`src/hw/fetch_pkg.sv`:
```
//////////////////////////////////////////////////////////////////////
// fetch alignment package
// widths, word buffer sizing, aligner states and the instruction
// records handed from aligner to expander and out to decode
//////////////////////////////////////////////////////////////////////

package fetch_pkg;

  // basic data widths
  localparam int unsigned XLEN = 32;
  localparam int unsigned HLEN = 16;

  typedef logic [XLEN-1:0] word_t;
  typedef logic [HLEN-1:0] half_t;
  typedef logic [XLEN-1:0] addr_t;

  // word buffer sizing
  localparam int unsigned FIFO_DEPTH = 4;
  localparam int unsigned PTR_W = $clog2(FIFO_DEPTH);
  localparam int unsigned CNT_W = $clog2(FIFO_DEPTH + 1);

  typedef logic [PTR_W-1:0] ptr_t;
  // count runs 0..FIFO_DEPTH inclusive
  typedef logic [CNT_W-1:0] cnt_t;

  //////////////////////////////////////////////////////////////////////
  // instruction encoding fields
  //////////////////////////////////////////////////////////////////////

  typedef logic [4:0] reg_idx_t;
  typedef logic [6:0] opcode_t;
  typedef logic [2:0] funct3_t;
  typedef logic [6:0] funct7_t;
  typedef logic [11:0] imm12_t;

  // low two bits of a parcel, 11 starts a 32-bit instruction
  localparam logic [1:0] LEN32_MARK = 2'b11;

  // 32-bit target encodings
  localparam opcode_t  OPC_OP_IMM = 7'b0010011;
  localparam opcode_t  OPC_OP     = 7'b0110011;
  localparam funct3_t  F3_ADD     = 3'b000;
  localparam funct7_t  F7_ADD     = 7'b0000000;
  localparam reg_idx_t REG_X0     = 5'd0;

  // compressed quadrants and funct3 values
  localparam logic [1:0] RVC_Q1       = 2'b01;
  localparam logic [1:0] RVC_Q2       = 2'b10;
  localparam funct3_t    RVC_F3_ADDI  = 3'b000;
  localparam funct3_t    RVC_F3_LI    = 3'b010;
  localparam funct3_t    RVC_F3_MVADD = 3'b100;

  // aligner state machine
  typedef enum logic [2:0] {
    ALIGNED32,
    ALIGNED16,
    MISALIGNED32,
    MISALIGNED16,
    BRANCH_MISALIGNED
  } align_state_e;

  // aligner output, upper half zero for compressed
  typedef struct packed {
    word_t instr;
    addr_t pc;
    logic  compressed;
  } raw_instr_t;

  // expanded instruction toward decode
  typedef struct packed {
    word_t instr;
    addr_t pc;
    logic  compressed;
    logic  illegal;
  } instr_out_t;

endpackage

```
`src/hw/fetch_fifo.sv`:
```
//////////////////////////////////////////////////////////////////////
// fetch word buffer
// small circular FIFO of memory words in front of the aligner,
// emptied on a branch, full level used as the fetch stall
//////////////////////////////////////////////////////////////////////

`timescale 1ns/1ns

module fetch_fifo (
  input  logic             clk,
  input  logic             rst_n,
  input  logic             flush_i,
  input  logic             push_i,
  input  fetch_pkg::word_t push_data_i,
  input  logic             pop_i,
  output logic             head_valid_o,
  output fetch_pkg::word_t head_word_o,
  output logic             full_o
);

  import fetch_pkg::*;

  // storage, payload only
  word_t mem_q [FIFO_DEPTH];

  ptr_t  wr_ptr_q;
  ptr_t  rd_ptr_q;
  cnt_t  cnt_q;

  logic  push_ok;
  logic  pop_ok;

  // wrap a pointer at the end of the array
  function automatic ptr_t ptr_inc(input ptr_t p);
    if (p == ptr_t'(FIFO_DEPTH - 1)) begin
      return '0;
    end
    return p + ptr_t'(1);
  endfunction

  //////////////////////////////////////////////////////////////////////
  // status and head
  //////////////////////////////////////////////////////////////////////

  assign full_o       = (cnt_q == cnt_t'(FIFO_DEPTH));
  assign head_valid_o = (cnt_q != '0);
  assign head_word_o  = mem_q[rd_ptr_q];

  // a word strobed while full is lost
  assign push_ok = push_i & ~full_o;
  // popping an empty buffer does nothing
  assign pop_ok  = pop_i & head_valid_o;

  //////////////////////////////////////////////////////////////////////
  // pointers and count
  //////////////////////////////////////////////////////////////////////

  always_ff @(posedge clk or negedge rst_n) begin
    if (!rst_n) begin
      wr_ptr_q <= '0;
      rd_ptr_q <= '0;
      cnt_q    <= '0;
    end else if (flush_i) begin
      // flush beats any push or pop this cycle
      wr_ptr_q <= '0;
      rd_ptr_q <= '0;
      cnt_q    <= '0;
    end else begin
      if (push_ok) begin
        wr_ptr_q <= ptr_inc(wr_ptr_q);
      end
      if (pop_ok) begin
        rd_ptr_q <= ptr_inc(rd_ptr_q);
      end
      // simultaneous push and pop leave the count alone
      case ({push_ok, pop_ok})
        2'b10:   cnt_q <= cnt_q + cnt_t'(1);
        2'b01:   cnt_q <= cnt_q - cnt_t'(1);
        default: cnt_q <= cnt_q;
      endcase
    end
  end

  // word storage
  always_ff @(posedge clk) begin
    if (push_ok && !flush_i) begin
      mem_q[wr_ptr_q] <= push_data_i;
    end
  end

endmodule

```
`src/hw/instr_aligner.sv`:
```
//////////////////////////////////////////////////////////////////////
// instruction aligner
// cuts the buffered word stream into 16/32-bit instructions,
// keeps the spare upper halfword and tracks the pc
//////////////////////////////////////////////////////////////////////

`timescale 1ns/1ns

module instr_aligner (
  input  logic                  clk,
  input  logic                  rst_n,
  input  logic                  head_valid_i,
  input  fetch_pkg::word_t      head_word_i,
  output logic                  pop_o,
  input  logic                  id_valid_i,
  input  logic                  branch_i,
  input  fetch_pkg::addr_t      branch_addr_i,
  output logic                  raw_valid_o,
  output fetch_pkg::raw_instr_t raw_o
);

  import fetch_pkg::*;

  align_state_e state_q;
  align_state_e state_n;
  addr_t        pc_q;
  addr_t        pc_n;

  // upper half of the last popped word
  half_t        stored_q;

  half_t        head_lo;
  half_t        head_hi;

  word_t        instr_c;
  logic         compressed_c;
  logic         valid_c;
  // head word fully used once this instruction retires
  logic         consume_c;
  // misaligned branch target starting a 32-bit instruction
  logic         discard_c;

  logic         fire;
  logic         advance;

  assign head_lo = head_word_i[15:0];
  assign head_hi = head_word_i[31:16];

  //////////////////////////////////////////////////////////////////////
  // next instruction selection
  //////////////////////////////////////////////////////////////////////

  always_comb begin
    state_n      = state_q;
    pc_n         = pc_q;
    instr_c      = head_word_i;
    compressed_c = 1'b0;
    valid_c      = 1'b0;
    consume_c    = 1'b0;
    discard_c    = 1'b0;

    case (state_q)
      // next instruction starts at the low half of the head word
      ALIGNED32, MISALIGNED16: begin
        valid_c   = head_valid_i;
        consume_c = 1'b1;
        if (head_lo[1:0] == LEN32_MARK) begin
          state_n = ALIGNED32;
          pc_n    = pc_q + addr_t'(4);
          instr_c = head_word_i;
        end else begin
          // upper half moves into the stored halfword
          state_n      = ALIGNED16;
          pc_n         = pc_q + addr_t'(2);
          instr_c      = {16'b0, head_lo};
          compressed_c = 1'b1;
        end
      end

      // next instruction starts in the stored halfword
      ALIGNED16, MISALIGNED32: begin
        if (stored_q[1:0] == LEN32_MARK) begin
          // straddles into the head word
          valid_c   = head_valid_i;
          consume_c = 1'b1;
          state_n   = MISALIGNED32;
          pc_n      = pc_q + addr_t'(4);
          instr_c   = {head_lo, stored_q};
        end else begin
          // complete on its own, head word stays put
          valid_c      = 1'b1;
          consume_c    = 1'b0;
          state_n      = MISALIGNED16;
          pc_n         = pc_q + addr_t'(2);
          instr_c      = {16'b0, stored_q};
          compressed_c = 1'b1;
        end
      end

      // target has bit 1 set, low half of first word is skipped
      BRANCH_MISALIGNED: begin
        consume_c = 1'b1;
        if (head_hi[1:0] == LEN32_MARK) begin
          // keep the upper half and wait for the next word
          discard_c = head_valid_i;
          state_n   = MISALIGNED32;
        end else begin
          valid_c      = head_valid_i;
          state_n      = ALIGNED32;
          pc_n         = pc_q + addr_t'(2);
          instr_c      = {16'b0, head_hi};
          compressed_c = 1'b1;
        end
      end

      default: begin
        state_n = ALIGNED32;
      end
    endcase
  end

  // decode takes the instruction at this edge
  assign fire    = valid_c & id_valid_i;
  assign advance = fire | discard_c;

  // nothing leaves and nothing is popped in a branch cycle
  assign raw_valid_o = valid_c & ~branch_i;
  assign pop_o       = advance & consume_c & ~branch_i;

  assign raw_o = '{instr: instr_c, pc: pc_q, compressed: compressed_c};

  //////////////////////////////////////////////////////////////////////
  // state and pc
  //////////////////////////////////////////////////////////////////////

  always_ff @(posedge clk or negedge rst_n) begin
    if (!rst_n) begin
      state_q <= ALIGNED32;
      pc_q    <= '0;
    end else if (branch_i) begin
      pc_q    <= branch_addr_i;
      state_q <= branch_addr_i[1] ? BRANCH_MISALIGNED : ALIGNED32;
    end else if (advance) begin
      pc_q    <= pc_n;
      state_q <= state_n;
    end
  end

  // spare halfword, refreshed on every pop
  always_ff @(posedge clk) begin
    if (pop_o) begin
      stored_q <= head_hi;
    end
  end

endmodule

```
`src/hw/rvc_expander.sv`:
```
//////////////////////////////////////////////////////////////////////
// compressed instruction expander
// rebuilds C.NOP, C.ADDI, C.LI, C.MV and C.ADD as 32-bit
// instructions, flags every other compressed encoding
//////////////////////////////////////////////////////////////////////

`timescale 1ns/1ns

module rvc_expander (
  input  fetch_pkg::raw_instr_t raw_i,
  output fetch_pkg::instr_out_t out_o
);

  import fetch_pkg::*;

  // compressed parcel and its fields
  half_t    c_instr;
  logic [1:0] quad;
  funct3_t  c_funct3;
  reg_idx_t rd;
  reg_idx_t rs2;
  imm12_t   imm;

  // decoded compressed forms
  logic     is_addi;
  logic     is_li;
  logic     is_mv;
  logic     is_add;
  logic     supported;

  word_t    exp_instr;

  assign c_instr  = raw_i.instr[HLEN-1:0];
  assign quad     = c_instr[1:0];
  assign c_funct3 = c_instr[15:13];
  assign rd       = c_instr[11:7];
  assign rs2      = c_instr[6:2];

  // 6-bit immediate, sign bit in position 12
  assign imm = {{6{c_instr[12]}}, c_instr[12], c_instr[6:2]};

  //////////////////////////////////////////////////////////////////////
  // compressed decode
  //////////////////////////////////////////////////////////////////////

  // c.addi, c.nop is the rd=0 imm=0 case of the same form
  assign is_addi = (quad == RVC_Q1) && (c_funct3 == RVC_F3_ADDI);

  // c.li
  assign is_li = (quad == RVC_Q1) && (c_funct3 == RVC_F3_LI);

  // c.mv, rs2 of zero would be c.jr
  assign is_mv = (quad == RVC_Q2) && (c_funct3 == RVC_F3_MVADD) &&
                 !c_instr[12] && (rs2 != REG_X0);

  // c.add, rs2 of zero would be c.jalr or c.ebreak
  assign is_add = (quad == RVC_Q2) && (c_funct3 == RVC_F3_MVADD) &&
                  c_instr[12] && (rs2 != REG_X0);

  assign supported = is_addi | is_li | is_mv | is_add;

  //////////////////////////////////////////////////////////////////////
  // 32-bit rebuild
  //////////////////////////////////////////////////////////////////////

  always_comb begin
    // unsupported parcels stay zero-extended
    exp_instr = raw_i.instr;
    if (is_addi) begin
      // addi rd, rd, imm
      exp_instr = {imm, rd, F3_ADD, rd, OPC_OP_IMM};
    end else if (is_li) begin
      // addi rd, x0, imm
      exp_instr = {imm, REG_X0, F3_ADD, rd, OPC_OP_IMM};
    end else if (is_mv) begin
      // add rd, x0, rs2
      exp_instr = {F7_ADD, rs2, REG_X0, F3_ADD, rd, OPC_OP};
    end else if (is_add) begin
      // add rd, rd, rs2
      exp_instr = {F7_ADD, rs2, rd, F3_ADD, rd, OPC_OP};
    end
  end

  // full-size instructions pass straight through
  always_comb begin
    out_o.pc         = raw_i.pc;
    out_o.compressed = raw_i.compressed;
    if (raw_i.compressed) begin
      out_o.instr   = exp_instr;
      out_o.illegal = ~supported;
    end else begin
      out_o.instr   = raw_i.instr;
      out_o.illegal = 1'b0;
    end
  end

endmodule

```
`src/hw/fetch_align_top.sv`:
```
//////////////////////////////////////////////////////////////////////
// fetch alignment top
// chain of word buffer, aligner and compressed expander
// between instruction memory and decode
//////////////////////////////////////////////////////////////////////

`timescale 1ns/1ns

module fetch_align_top (
  input  logic                  clk,
  input  logic                  rst_n,
  input  logic                  mem_valid_i,
  input  fetch_pkg::word_t      mem_data_i,
  output logic                  fetch_stall_o,
  input  logic                  id_valid_i,
  input  logic                  branch_i,
  input  fetch_pkg::addr_t      branch_addr_i,
  output logic                  instr_valid_o,
  output fetch_pkg::instr_out_t instr_o
);

  import fetch_pkg::*;

  // buffer to aligner
  logic       head_valid;
  word_t      head_word;
  logic       pop;

  // aligner to expander
  raw_instr_t raw;

  // words from memory, flushed by a branch
  fetch_fifo u_fifo (
    .clk          (clk),
    .rst_n        (rst_n),
    .flush_i      (branch_i),
    .push_i       (mem_valid_i),
    .push_data_i  (mem_data_i),
    .pop_i        (pop),
    .head_valid_o (head_valid),
    .head_word_o  (head_word),
    .full_o       (fetch_stall_o)
  );

  // aligner valid is the top-level valid
  instr_aligner u_aligner (
    .clk           (clk),
    .rst_n         (rst_n),
    .head_valid_i  (head_valid),
    .head_word_i   (head_word),
    .pop_o         (pop),
    .id_valid_i    (id_valid_i),
    .branch_i      (branch_i),
    .branch_addr_i (branch_addr_i),
    .raw_valid_o   (instr_valid_o),
    .raw_o         (raw)
  );

  rvc_expander u_expander (
    .raw_i (raw),
    .out_o (instr_o)
  );

endmodule

```
`config.mk`:
```
export PLATFORM = sky130hd
export DESIGN_NAME = fetch_align_top
export DESIGN_NICKNAME = d
export VERILOG_FILES = /design/src/hw/fetch_pkg.sv /design/src/hw/fetch_fifo.sv /design/src/hw/instr_aligner.sv /design/src/hw/rvc_expander.sv /design/src/hw/fetch_align_top.sv
export SDC_FILE = /design/constraint.sdc
export NUM_CORES = 1
export LEC_CHECK = 0
export BUFFER_PORTS_ARGS = -buffer_cell sky130_fd_sc_hd__buf_4
export CAP_MARGIN = 20
export CORE_AREA = 4 4 164 166
export CTS_BUF_LIST = sky130_fd_sc_hd__clkbuf_8
export DETAILED_ROUTE_END_ITERATION = 8
export DIE_AREA = 0 0 168 170
export HOLD_SLACK_MARGIN = 0.08
export PLACE_DENSITY = 0.61
export SLEW_MARGIN = 20
export SYNTH_ARGS = -nofsm -noshare
export SYNTH_HDL_FRONTEND = slang
export SYNTH_HIERARCHICAL = 1
export SYNTH_SLANG_ARGS = --single-unit
```
`constraint.sdc`:
```
create_clock -name clk -period 4.7 [get_ports clk]
set_input_delay 0.47 -clock clk [delete_from_list [all_inputs] [get_ports clk]]
set_output_delay 0.47 -clock clk [all_outputs]
set_load 0.1 [all_outputs]
```
==> flow_summary.json <==
{
  "synth_largest_area_cell": "edfxtp_1",
  "hpwl_mm": 16.9,
  "fin_hold_ws_ns": 0.209,
  "gp_congestion": 0.821,
  "fmax_mhz": 223,
  "routed_wl_mm": 24.7,
  "critical_path_arrival_ns": 4.02,
  "synthMostInstantiatedCell": "edfxtp_1",
  "drtPass1Iterations": 6,
  "cts-root-buf": "clkbuf_8",
  "synth_edf_count": 144,
  "end_kind": "primary output",
  "ys_warn_count": 6,
  "crit_family": "multiplexers",
  "portBuffers": 136,
  "synth_area_leaders": "edfxtp_1 (45%), dfrtp_1 (11%), mux4_2 (7.5%)",
  "initial_core_util": 0.375,
  "vias_per_cell": 5.74,
  "cpPeakStageDelay_ns": 0.61,
  "grt_pass1_wl_mm": 37.6,
  "slew-limit-headroom": 0.354,
  "grtUsageTotal": 0.168,
  "fp.dieH_um": 170,
  "grt_max_degree": 69,
  "routedWlPerCell_um": 21.0,
  "worst_hold_path_type": "in -> reg",
  "layout-drive-gt1-share": 0.304,
  "rsz0062_at_grt": "yes",
  "setup_viol": 0,
  "clkTransAtPathRegs_ns": 0.11,
  "dieArea_um2": 28600,
  "synth_cells": 738,
  "crit_top_cell": "buf_4",
  "tightest_slew_ns": 0.969,
  "clkSinkCount": 186,
  "insertion_delay_ns": 0.45,
  "syn2layout_area_growth_pct": 15.2,
  "synth_flop_cell": "edfxtp_1",
  "hold_violations": 0,
  "clockBufferDepth": 2,
  "yosysSeqAreaShare": 0.560,
  "ys_seq_elements": 186,
  "fin_ws_ns": 0.211,
  "required_ns": 4.23,
  "finalMaxSlewViolations": 0,
  "grt_pass1_vias": 6375,
  "power_density_nw_per_um2": 387,
  "syn-cell-area_um2": 9600,
  "post-route-period-util": 0.955,
  "total_power_w": 0.00428,
  "ys_types": 82,
  "timing.max_cap.violations": 0,
  "crit_slowest_cell": "mux4_2",
  "antenna_found_initial": 0,
  "netlist.area_leader.share": 0.450,
  "antenna_cells": 0,
  "vias": 6755,
  "p_leak_nw": 4.07,
  "synth_common_cells": "edfxtp_1 (144), buf_4 (46), dfrtp_1 (42)",
  "cp-start-kind": "flop",
  "design.core.area_um2": 25600,
  "drc_errors": 0,
  "drtAntennaViolNets": 0,
  "numCtsBuffers": 17,
  "status": "finished clean",
  "initialDrtViolationCount": 658,
  "crit_fanout": 16,
  "critPathKind": "reg -> out",
  "syn_avg_cell_area_um2": 13.0,
  "cts_htree_levels": 4,
  "cts_tree": "yes",
  "chipWidth_um": 168,
  "cp_cell_sequence": "mux4_2 -> nand3_1 -> o21ai_0 -> buf_4 -> a222oi_1 -> inv_1 -> nor4_4 -> a211oi_4 -> o21ai_2 -> buf_4 -> mux2_2 -> buf_4",
  "rows": 59,
  "min_period_ns": 4.49,
  "grt-ovfl-total": 0,
  "num_io_pins": 137,
  "dp_slack_ns": 0.495,
  "critPathBufInv": 4,
  "ir_drop_mv": 0.275,
  "num-nets-final": 905,
  "syn-num-nets": 815,
  "synthArstFlopShare": 0.226,
  "finClkSkew_ns": 0.0172
}
[cell type report]
cell class,count,area [um^2]
multi-input combinational,435,3560
clock buffer,17,234
fill,2367,14600
tap,335,419
timing repair buffer,158,1190
inverter,30,113
sequential,186,5380
clock inverter,15,165
[where the power goes]
group	total [W]	internal, W	switching [W]
Clock	0.00107	0.000409	0.000660
Combinational	0.00129	0.000323	0.000971
Sequential	0.00191	0.00184	0.0000745
Total	0.00428	0.00257	0.00171
[path summary, 6_finish.rpt]
check / endpoint / slack [ns] / cells past startpoint / start
max: instr_o[56] / 0.21 / 12 / u_fifo/rd_ptr_q[0]$_DFFE_PN0P_
min: u_fifo/mem_q[2][4]$_DFFE_PP_ / 0.21 / 1 / mem_data_i[4]
max reg2reg: u_fifo/cnt_q[1]$_DFFE_PN0P_ / 1.19 / 11 / u_fifo/rd_ptr_q[0]$_DFFE_PN0P_
min reg2reg: u_aligner/pc_q[0]$_DFFE_PN0P_ / 0.53 / 1 / u_aligner/pc_q[0]$_DFFE_PN0P_
min in group asynchronous: u_aligner/pc_q[0]$_DFFE_PN0P_ / 0.54 / 2 / rst_n
max in group asynchronous: u_fifo/rd_ptr_q[0]$_DFFE_PN0P_ / 3.73 / 2 / rst_n
[per-stage QoR]
step / TNS [ns] / area, um^2 / cells / util
CTS: 0 / 11000 / 1176 / 0.431
floorplan: 0 / 9610 / 738 / -
finish: 0 / 11100 / 1176 / 0.432
detailed placement: 0 / 10600 / 1143 / 0.415
global route: -0.0952 / 11100 / 1176 / 0.432
global placement: 0 / 10600 / 1143 / 0.415
[sequential cells by signal, summed over array words and instances, names as in the netlist]
name	cells
u_fifo/mem_q	128
u_aligner/pc_q	32
u_aligner/stored_q	16
u_aligner/state_q	3
u_fifo/cnt_q	3
u_fifo/rd_ptr_q	2
u_fifo/wr_ptr_q	2
[metal layers]
metal,share of wire,GRT usage,vias up
li1,-,-,3075
met1,0.42,0.227,3399
met2,0.50,0.286,275
met3,0.081,0.0409,6
met4,0.0040,0.0243,0
met5,0,0,-
[repair_timing]
action                     CTS  global route
resized for setup            1             4
setup endpoints to repair    4             9
buffers inserted             0             0
pin swaps                    0             0
hold endpoints to repair    42             0
hold buffers                 1             0
[cells by family (layout without fill, tap and decap cells)]
logic type	after synthesis	count (layout)	synth area share
adders and majority gates	8	8	0.0112
xor gates and xnor gates	5	5	0.00534
AOI/OAI and AO/OA	168	168	0.138
and+or+nand+nor	214	214	0.128
buffers and inverters	117	220	0.0734
muxes	40	40	0.0842
DFF	186	186	0.560
[placed cells by master, fill, tap and decap left out, types with 23 or more instances in the layout]
| cell | instances |
|---|---|
| edfxtp_1 | 144 |
| nor2_1 | 27 |
| inv_1 | 29 |
| a22o_1 | 23 |
| a21oi_1 | 24 |
| buf_4 | 156 |
| mux4_2 | 32 |
| nand2_1 | 31 |
| dfrtp_1 | 41 |
| nand3_1 | 40 |
Note: power is estimated with default switching activity, not from simulation.
